===== src/source/mult_config.svh =====
`ifndef MULT_CONFIG_SVH
`define MULT_CONFIG_SVH

// operand and result widths
`define MULT_WIDTH 8
`define PROD_WIDTH 16

// widest segment used in the reduction tree
`define CLA_SEG_WIDTH 4

// covers product bits 1 to 14
`define FINAL_ADD_WIDTH 14

`endif


===== src/source/mult_pkg.sv =====
`include "mult_config.svh"

package mult_pkg;

    typedef logic [`MULT_WIDTH-1:0] operand_t;
    typedef logic [`PROD_WIDTH-1:0] product_t; // also used for the reduced rows

    // row i holds a & b[i], weighted by 2**i
    typedef operand_t [`MULT_WIDTH-1:0] pp_matrix_t;

    typedef enum logic [1:0] {
        st_idle,
        st_reduce,
        st_add,
        st_done
    } ctrl_state_t;

endpackage


===== src/source/cla_segment.sv =====
`timescale 1ns/100ps
`include "mult_config.svh"

module cla_segment #(
    parameter int WIDTH = `CLA_SEG_WIDTH
) (
    input  logic [WIDTH-1:0] in_a,
    input  logic [WIDTH-1:0] in_b,
    input  logic             cin,
    output logic [WIDTH-1:0] sum,
    output logic             cout
);

    logic [WIDTH-1:0] g;
    logic [WIDTH-1:0] p;
    logic [WIDTH:0]   carry;

    assign g = in_a & in_b; // generate
    assign p = in_a ^ in_b; // propagate

    // lookahead chain, carry[i] enters bit i
    always_comb begin
        carry[0] = cin;
        for (int i = 0; i < WIDTH; i++) begin
            carry[i+1] = g[i] | (p[i] & carry[i]);
        end
    end

    assign sum  = p ^ carry[WIDTH-1:0];
    assign cout = carry[WIDTH];

endmodule


===== src/source/partial_product_gen.sv =====
`timescale 1ns/100ps
`include "mult_config.svh"

module partial_product_gen (
    input  logic                 clk,
    input  logic                 rst,
    input  logic                 ld_operands,
    input  mult_pkg::operand_t   a,
    input  mult_pkg::operand_t   b,
    output mult_pkg::pp_matrix_t pp_matrix
);

    import mult_pkg::*;

    operand_t a_q;
    operand_t b_q;

    always_ff @(posedge clk) begin
        if (rst) begin
            a_q <= '0;
            b_q <= '0;
        end else if (ld_operands) begin
            a_q <= a;
            b_q <= b;
        end
    end

    // 64 AND terms, row per bit of b
    always_comb begin
        for (int i = 0; i < `MULT_WIDTH; i++) begin
            for (int j = 0; j < `MULT_WIDTH; j++) begin
                pp_matrix[i][j] = a_q[j] & b_q[i];
            end
        end
    end

endmodule


===== src/source/dadda_reduce.sv =====
`timescale 1ns/100ps
`include "mult_config.svh"

module dadda_reduce (
    input  logic                 clk,
    input  logic                 rst,
    input  logic                 ld_rows,
    input  mult_pkg::pp_matrix_t pp_matrix,
    output mult_pkg::product_t   sum_row,
    output mult_pkg::product_t   carry_row
);

    import mult_pkg::*;

    pp_matrix_t pp;

    logic [`CLA_SEG_WIDTH-1:0] s1, s2, s3, s4, s5;
    logic [`CLA_SEG_WIDTH-1:0] s7, s8, s9, s10, s11;
    logic [1:0]                s6; // only short segment
    logic c1, c2, c3, c4, c5, c6, c7, c8, c9, c10, c11;

    product_t sum_d;
    product_t carry_d;

    assign pp = pp_matrix;

    // first pass, plain pairs of matrix bits
    cla_segment #(.WIDTH(`CLA_SEG_WIDTH)) u_seg1 (
        .in_a (pp[2][7:4]),
        .in_b (pp[3][6:3]),
        .cin  (1'b0),
        .sum  (s1),
        .cout (c1)
    );

    cla_segment #(.WIDTH(`CLA_SEG_WIDTH)) u_seg2 (
        .in_a (pp[4][4:1]),
        .in_b (pp[5][3:0]),
        .cin  (1'b0),
        .sum  (s2),
        .cout (c2)
    );

    cla_segment #(.WIDTH(`CLA_SEG_WIDTH)) u_seg3 (
        .in_a (pp[6][4:1]),
        .in_b (pp[7][3:0]),
        .cin  (1'b0),
        .sum  (s3),
        .cout (c3)
    );

    cla_segment #(.WIDTH(`CLA_SEG_WIDTH)) u_seg4 (
        .in_a (pp[0][6:3]),
        .in_b (pp[1][5:2]),
        .cin  (1'b0),
        .sum  (s4),
        .cout (c4)
    );

    // s3[0] rides in as the carry of column 7
    cla_segment #(.WIDTH(`CLA_SEG_WIDTH)) u_seg5 (
        .in_a ({pp[3][7], pp[4][5], pp[1][7], pp[0][7]}),
        .in_b ({pp[4][6], pp[5][4], s1[2], pp[1][6]}),
        .cin  (s3[0]),
        .sum  (s5),
        .cout (c5)
    );

    cla_segment #(.WIDTH(2)) u_seg6 (
        .in_a ({pp[5][7], pp[4][7]}),
        .in_b ({pp[6][6], pp[5][6]}),
        .cin  (c3),
        .sum  (s6),
        .cout (c6)
    );

    // second pass mixes matrix bits with earlier sums
    cla_segment #(.WIDTH(`CLA_SEG_WIDTH)) u_seg7 (
        .in_a ({s1[1], pp[6][0], pp[2][3], pp[2][2]}),
        .in_b ({s2[2], s1[0], pp[3][2], pp[3][1]}),
        .cin  (1'b0),
        .sum  (s7),
        .cout (c7)
    );

    cla_segment #(.WIDTH(`CLA_SEG_WIDTH)) u_seg8 (
        .in_a ({pp[6][5], pp[5][5], s1[3], s2[3]}),
        .in_b ({pp[7][4], c1, c2, s3[1]}),
        .cin  (1'b0),
        .sum  (s8),
        .cout (c8)
    );

    cla_segment #(.WIDTH(`CLA_SEG_WIDTH)) u_seg9 (
        .in_a ({s2[0], pp[4][0], pp[2][1], pp[0][2]}),
        .in_b ({s4[2], s4[1], pp[3][0], pp[1][1]}),
        .cin  (1'b0),
        .sum  (s9),
        .cout (c9)
    );

    cla_segment #(.WIDTH(`CLA_SEG_WIDTH)) u_seg10 (
        .in_a ({s3[2], s5[1], c4, s2[1]}),
        .in_b ({s5[2], c7, s5[0], s4[3]}),
        .cin  (s7[2]),
        .sum  (s10),
        .cout (c10)
    );

    cla_segment #(.WIDTH(`CLA_SEG_WIDTH)) u_seg11 (
        .in_a ({pp[6][7], pp[7][5], c5, s3[3]}),
        .in_b ({pp[7][6], s6[1], s6[0], s5[3]}),
        .cin  (s8[2]),
        .sum  (s11),
        .cout (c11)
    );

    // two rows left, bit 0 of carry and bit 15 of both stay empty
    assign sum_d = {1'b0, pp[7][7], c6, c8, s8[3], c10, s8[1], s8[0],
                    s7[3], c9, s7[1], s7[0], s4[0], pp[2][0], pp[0][1], pp[0][0]};
    assign carry_d = {1'b0, c11, s11, s10, s9, pp[1][0], 1'b0};

    always_ff @(posedge clk) begin
        if (rst) begin
            sum_row   <= '0;
            carry_row <= '0;
        end else if (ld_rows) begin
            sum_row   <= sum_d;
            carry_row <= carry_d;
        end
    end

endmodule


===== src/source/final_adder.sv =====
`timescale 1ns/100ps
`include "mult_config.svh"

module final_adder (
    input  logic               clk,
    input  logic               rst,
    input  logic               ld_product,
    input  mult_pkg::product_t sum_row,
    input  mult_pkg::product_t carry_row,
    output mult_pkg::product_t product
);

    import mult_pkg::*;

    logic [`FINAL_ADD_WIDTH-1:0] add_sum;
    logic                        add_cout;
    product_t                    product_d;

    // carry_row[0] is always zero, used as the carry in
    cla_segment #(.WIDTH(`FINAL_ADD_WIDTH)) u_cla (
        .in_a (sum_row[`FINAL_ADD_WIDTH:1]),
        .in_b (carry_row[`FINAL_ADD_WIDTH:1]),
        .cin  (carry_row[0]),
        .sum  (add_sum),
        .cout (add_cout)
    );

    assign product_d = {add_cout, add_sum, sum_row[0]}; // lsb needs no add

    always_ff @(posedge clk) begin
        if (rst) begin
            product <= '0;
        end else if (ld_product) begin
            product <= product_d;
        end
    end

endmodule


===== src/source/mult_ctrl.sv =====
`timescale 1ns/100ps

module mult_ctrl (
    input  logic clk,
    input  logic rst,
    input  logic req,
    output logic ld_operands,
    output logic ld_rows,
    output logic ld_product,
    output logic ack
);

    import mult_pkg::*;

    ctrl_state_t state;
    ctrl_state_t state_nxt;

    always_ff @(posedge clk) begin
        if (rst) begin
            state <= st_idle;
        end else begin
            state <= state_nxt;
        end
    end

    always_comb begin
        state_nxt = state;
        case (state)
            st_idle: begin
                if (req) begin
                    state_nxt = st_reduce;
                end
            end
            st_reduce: state_nxt = st_add;
            st_add:    state_nxt = st_done;
            st_done: begin
                // hold the result until the requester lets go
                if (!req) begin
                    state_nxt = st_idle;
                end
            end
            default: state_nxt = st_idle;
        endcase
    end

    // operands latch on the same edge that accepts req
    assign ld_operands = (state == st_idle) && req;
    assign ld_rows     = (state == st_reduce);
    assign ld_product  = (state == st_add);
    assign ack         = (state == st_done);

endmodule


===== src/source/mult_top.sv =====
`timescale 1ns/100ps

module mult_top (
    input  logic               clk,
    input  logic               rst,
    input  logic               req,
    input  mult_pkg::operand_t a,
    input  mult_pkg::operand_t b,
    output logic               ack,
    output mult_pkg::product_t product
);

    import mult_pkg::*;

    logic       ld_operands;
    logic       ld_rows;
    logic       ld_product;
    pp_matrix_t pp_matrix;
    product_t   sum_row;
    product_t   carry_row;

    mult_ctrl u_ctrl (
        .clk         (clk),
        .rst         (rst),
        .req         (req),
        .ld_operands (ld_operands),
        .ld_rows     (ld_rows),
        .ld_product  (ld_product),
        .ack         (ack)
    );

    partial_product_gen u_ppgen (
        .clk         (clk),
        .rst         (rst),
        .ld_operands (ld_operands),
        .a           (a),
        .b           (b),
        .pp_matrix   (pp_matrix)
    );

    // matrix down to two rows
    dadda_reduce u_reduce (
        .clk       (clk),
        .rst       (rst),
        .ld_rows   (ld_rows),
        .pp_matrix (pp_matrix),
        .sum_row   (sum_row),
        .carry_row (carry_row)
    );

    final_adder u_final (
        .clk        (clk),
        .rst        (rst),
        .ld_product (ld_product),
        .sum_row    (sum_row),
        .carry_row  (carry_row),
        .product    (product)
    );

endmodule


===== config.mk =====
export PLATFORM = sky130hd
export DESIGN_NAME = mult_top
export DESIGN_NICKNAME = d
export VERILOG_FILES = /design/src/source/mult_pkg.sv /design/src/source/cla_segment.sv /design/src/source/partial_product_gen.sv /design/src/source/dadda_reduce.sv /design/src/source/final_adder.sv /design/src/source/mult_ctrl.sv /design/src/source/mult_top.sv
export VERILOG_INCLUDE_DIRS = /design/src /design/src/source
export SDC_FILE = /design/constraint.sdc
export NUM_CORES = 1
export LEC_CHECK = 0
export BUFFER_PORTS_ARGS = -buffer_cell sky130_fd_sc_hd__clkbuf_2
export CAP_MARGIN = 5
export CORE_MARGIN = 3
export CORE_UTILIZATION = 38
export DETAILED_ROUTE_END_ITERATION = 16
export SYNTH_ARGS = -nofsm -noshare
export SYNTH_HDL_FRONTEND = slang
export SYNTH_SLANG_ARGS = --single-unit

===== constraint.sdc =====
create_clock -name clk -period 7.3 [get_ports clk]
set_clock_uncertainty 0.1 [all_clocks]
set_input_delay 0.365 -clock clk [delete_from_list [all_inputs] [get_ports clk]]
set_output_delay 0.365 -clock clk [all_outputs]
set_load 0.01 [all_outputs]

==> flow_summary.html <==
<table>
<tr><th>Metric</th><th>Value</th></tr>
<tr><th colspan="2">Hold path</th></tr>
<tr><td>Number of stages on the worst hold path</td><td>3</td></tr>
<tr><td>Kind of path behind the tightest hold check</td><td>primary input to flop</td></tr>
<tr><th colspan="2">CTS</th></tr>
<tr><td>H-tree level count</td><td>3</td></tr>
<tr><td>Post-CTS setup repair buffer count</td><td>0</td></tr>
<tr><td>Count of hold-fix buffers inserted at cts</td><td>0</td></tr>
<tr><td>Latest clock arrival within the worst-skew pair</td><td>approximately 0.34 ns</td></tr>
<tr><td>Maximum root-to-sink buffer count</td><td>2</td></tr>
<tr><td>Number of clock sinks seen by CTS</td><td>63</td></tr>
<tr><td>Cell chosen for the clock root</td><td>sky130_fd_sc_hd__clkbuf_8</td></tr>
<tr><td>Clock tree from TritonCTS</td><td>built</td></tr>
<tr><td>Worst-path clk slew</td><td>around 0.07 ns</td></tr>
<tr><td>Clock buffers created by TritonCTS</td><td>9</td></tr>
<tr><td>Cells resized by post-CTS repair</td><td>0</td></tr>
<tr><th colspan="2">Floorplanning</th></tr>
<tr><td>Die X-Extent</td><td>approximately 110 um</td></tr>
<tr><td>Boundary Pins</td><td>36</td></tr>
<tr><td>Overall die area</td><td>between 10000 and 15000 um^2</td></tr>
<tr><td>Placeable core region</td><td>slightly above 10000 um^2</td></tr>
<tr><td>Cell row count</td><td>37</td></tr>
<tr><td>Effective utilization at floorplan</td><td>0.392</td></tr>
<tr><td>Height of the chip</td><td>approximately 110 um</td></tr>
<tr><th colspan="2">Synth</th></tr>
<tr><td>Top-count cell post-synth</td><td>sky130_fd_sc_hd__dfxtp_1</td></tr>
<tr><td>Proportion of synthesized flip-flops having asynchronous set or reset</td><td>0</td></tr>
<tr><td>Share of the synthesized area in the top cell type</td><td>0.312</td></tr>
<tr><td>Number of warning messages in the yosys log</td><td>0</td></tr>
<tr><td>Synthesized Nets</td><td>roughly 480</td></tr>
<tr><td>Library cells used by synthesis</td><td>19</td></tr>
<tr><td>Most instantiated cells after synthesis</td><td>sky130_fd_sc_hd__dfxtp_1, sky130_fd_sc_hd__fa_1, sky130_fd_sc_hd__nor2_1</td></tr>
<tr><td>EDFF count, synth</td><td>0</td></tr>
<tr><td>Post-synth top area cell</td><td>sky130_fd_sc_hd__dfxtp_1</td></tr>
<tr><td>Share of the yosys chip area belonging to registers</td><td>0.312</td></tr>
<tr><td>Dominant synthesized flop cell</td><td>sky130_fd_sc_hd__dfxtp_1</td></tr>
<tr><td>Post-Syn Area per Cell</td><td>10.2 um^2</td></tr>
<tr><td>Top cells by area in the synthesized netlist</td><td>sky130_fd_sc_hd__dfxtp_1, sky130_fd_sc_hd__fa_1, sky130_fd_sc_hd__mux2i_1, sky130_fd_sc_hd__a211oi_2, sky130_fd_sc_hd__ha_1</td></tr>
<tr><td>Post-synthesis cell area</td><td>a little over 4000 um^2</td></tr>
<tr><td>Number of synthesized register bits</td><td>63</td></tr>
<tr><td>Syn Inst Count</td><td>396</td></tr>
<tr><th colspan="2">Drt</th></tr>
<tr><td>Post-Route WL</td><td>between 7 and 8 mm</td></tr>
<tr><td>Antenna-violating nets left</td><td>0</td></tr>
<tr><td>Detailed-routing iteration count for the pre-antenna-repair pass</td><td>4</td></tr>
<tr><td>Number of remaining DRC errors</td><td>0</td></tr>
<tr><td>1st-iter DRT viols</td><td>125</td></tr>
<tr><td>Detail-routed via count per cell</td><td>slightly below 5</td></tr>
<tr><td>Via count</td><td>between 2000 and 3000</td></tr>
<tr><td>Routed length per instance</td><td>~14 um</td></tr>
<tr><th colspan="2">Power and ir drop</th></tr>
<tr><td>Lkg Pwr</td><td>approximately 1.8 nW</td></tr>
<tr><td>Areal power density over the cells</td><td>roughly 270 nW/um^2</td></tr>
<tr><td>Peak supply drop</td><td>250 uV</td></tr>
<tr><th colspan="2">STA</th></tr>
<tr><td>Time the final worst path needs with I/O delays and setup</td><td>~6.0 ns</td></tr>
<tr><td>Highest attainable clock frequency</td><td>about 170 MHz</td></tr>
<tr><td>Fin Setup TNS</td><td>0 ns</td></tr>
<tr><td>Unrepaired setup endpoints after global routing</td><td>false</td></tr>
<tr><td>Setup slack of the critical path after layout</td><td>1.27 ns</td></tr>
<tr><td>Final hold violation count</td><td>0</td></tr>
<tr><td>Final setup violation count</td><td>0</td></tr>
<tr><td>Final clock period utilization by the worst path</td><td>0.826</td></tr>
<tr><td>Final-report max-slew violation count</td><td>0</td></tr>
<tr><td>Worst slew margin relative to its limit</td><td>0.252</td></tr>
<tr><td>Slew at the pin closest to its max-slew limit</td><td>~1.1 ns</td></tr>
<tr><th colspan="2">Layout</th></tr>
<tr><td>Layout fillers</td><td>slightly above 1000</td></tr>
<tr><td>Post-synthesis to final-layout area growth</td><td>9.01%</td></tr>
<tr><td>Layout cells sized above 1</td><td>0.158</td></tr>
<tr><td>Multi-input gate area in the final layout</td><td>between 2000 and 2500 um^2</td></tr>
<tr><td>Final core area utilization</td><td>0.427</td></tr>
<tr><td>Diodes inserted</td><td>0</td></tr>
<tr><td>Final net count</td><td>495</td></tr>
<tr><td>Total area of sequential cells</td><td>around 1300 um^2</td></tr>
<tr><th colspan="2">Setup path</th></tr>
<tr><td>Worst Reg-to-Reg Cells</td><td>16</td></tr>
<tr><td>CP Data Arrival Time</td><td>about 6.2 ns</td></tr>
<tr><td>Critical Path Start Type</td><td>flop</td></tr>
<tr><td>Critical Path Sink Type</td><td>flop</td></tr>
<tr><td>Top fanout value on the critical path</td><td>2</td></tr>
<tr><td>Endpoint required time on the critical path</td><td>~7.5 ns</td></tr>
<tr><td>Classification of the worst setup path</td><td>flop to flop</td></tr>
<tr><th colspan="2">Global routing</th></tr>
<tr><td>Overall overflow remaining after global route</td><td>0</td></tr>
<tr><td>Wire length of the first global-routing pass</td><td>~13 mm</td></tr>
<tr><td>Maximum number of pins on one net before global-route repair</td><td>66</td></tr>
<tr><td>Vias in the first global route</td><td>about 2700</td></tr>
<tr><td>Initial antenna violation count</td><td>0</td></tr>
<tr><td>Combined global-route utilization of all metal layers</td><td>0.141</td></tr>
<tr><th colspan="2">Place</th></tr>
<tr><td>Worst slack after detailed placement</td><td>1.19 ns</td></tr>
<tr><td>Weighted congestion reported at the end of routability-driven placement</td><td>between 0.7 and 0.8</td></tr>
<tr><td>Input/output buffers</td><td>35</td></tr>
<tr><td>DP Wirelength</td><td>5.39 mm</td></tr>
<tr><th colspan="2">Run status</th></tr>
<tr><td>Run status</td><td>finished clean</td></tr>
<tr><th colspan="2">Job</th></tr>
<tr><td>Max-capacitance violation count</td><td>0</td></tr>
</table>
## kinds of logic after synthesis
| family | synth area share |
|---|---|
| buf+inv | 0.0826 |
| flops | 0.312 |
| fa+ha+maj | 0.278 |
| mux | 0.0703 |
| simple gates | 0.145 |
| compound gates | 0.113 |
## final timing paths
path	startpoint	slack [ns]	to
setup / recovery	u_reduce.sum_row[1]	1.27	u_final.product[14]
hold / removal	b[3]	0.15	u_ppgen.b_q[3]
setup reg to reg	u_reduce.sum_row[1]	1.27	u_final.product[14]
hold reg to reg	u_reduce.sum_row[14]	0.37	u_reduce.sum_row[14]
## metrics by stage
step	instance area [um^2]	hold WS [ns]	power [mW]	std cells
floorplan	4040	0.345	0.812	396
global placement	4200	0.361	0.852	540
detailed placement	4200	0.367	0.859	540
CTS	4410	0.139	1.20	555
global route	4410	0.141	1.26	555
finish	4410	0.153	1.17	555
## registers in the layout (all words and copies together) (netlist names)
signal,count
u_ctrl.state,2
u_final.product,16
u_ppgen.a_q,8
u_ppgen.b_q,8
u_reduce.carry_row,14
u_reduce.sum_row,15
## critical path, stage by stage, from the launching register on
cell and delay, ns:
sky130_fd_sc_hd__dfxtp_1 0.32, sky130_fd_sc_hd__ha_1 0.20, sky130_fd_sc_hd__fa_1 0.39, sky130_fd_sc_hd__fa_1 0.39
sky130_fd_sc_hd__fa_1 0.38, sky130_fd_sc_hd__fa_1 0.38, sky130_fd_sc_hd__fa_1 0.39, sky130_fd_sc_hd__fa_1 0.40
sky130_fd_sc_hd__fa_1 0.41, sky130_fd_sc_hd__fa_1 0.39, sky130_fd_sc_hd__fa_1 0.38, sky130_fd_sc_hd__fa_1 0.38
sky130_fd_sc_hd__fa_1 0.39, sky130_fd_sc_hd__fa_1 0.36, sky130_fd_sc_hd__inv_1 0.07, sky130_fd_sc_hd__fa_1 0.42
sky130_fd_sc_hd__a211oi_2 0.21
## layout make-up
class	instances	share of cell area
inverters	35	0.0298
multi-input cells	270	0.556
repair buffers	36	0.0415
flip-flops and latches	63	0.286
clock inverters	4	0.0159
well taps	136	0.0386
clock buffers	11	0.0321
## cells in the final DEF (no fill, tap or decap), drive strengths merged
| cell type | netlist | layout |
|---|---|---|
| fa | 48 | 48 |
| nand2b | 8 | 8 |
| and2 | 23 | 23 |
| o21bai | 1 | 1 |
| a21bo | 16 | 16 |
| nand2 | 36 | 36 |
| a211oi | 15 | 15 |
| dfxtp | 63 | 63 |
| bufinv | 0 | 2 |
| mux2i | 28 | 28 |
| a21oi | 21 | 21 |
| clkbuf | 0 | 46 |
| ha | 13 | 13 |
| buf | 28 | 1 |
| inv | 35 | 35 |
| nand3 | 21 | 21 |
| nor2 | 40 | 40 |
| clkinv | 0 | 2 |
## routing by layer
layer	track usage	vias to the layer above	part of all wire
met1	0.175	1331	0.45
met2	0.237	44	0.50
li1	-	1296	-
met4	0.0415	0	0.014
met3	0.0426	11	0.041
met5	0	-	0
## where the power goes
group	internal [mW]	total (mW)	switching, mW
sequential	0.407	0.485	0.0786
combinational	0.153	0.362	0.209
clock	0.199	0.328	0.129
total	0.758	1.17	0.417
Power figures use the tool's default switching activity.
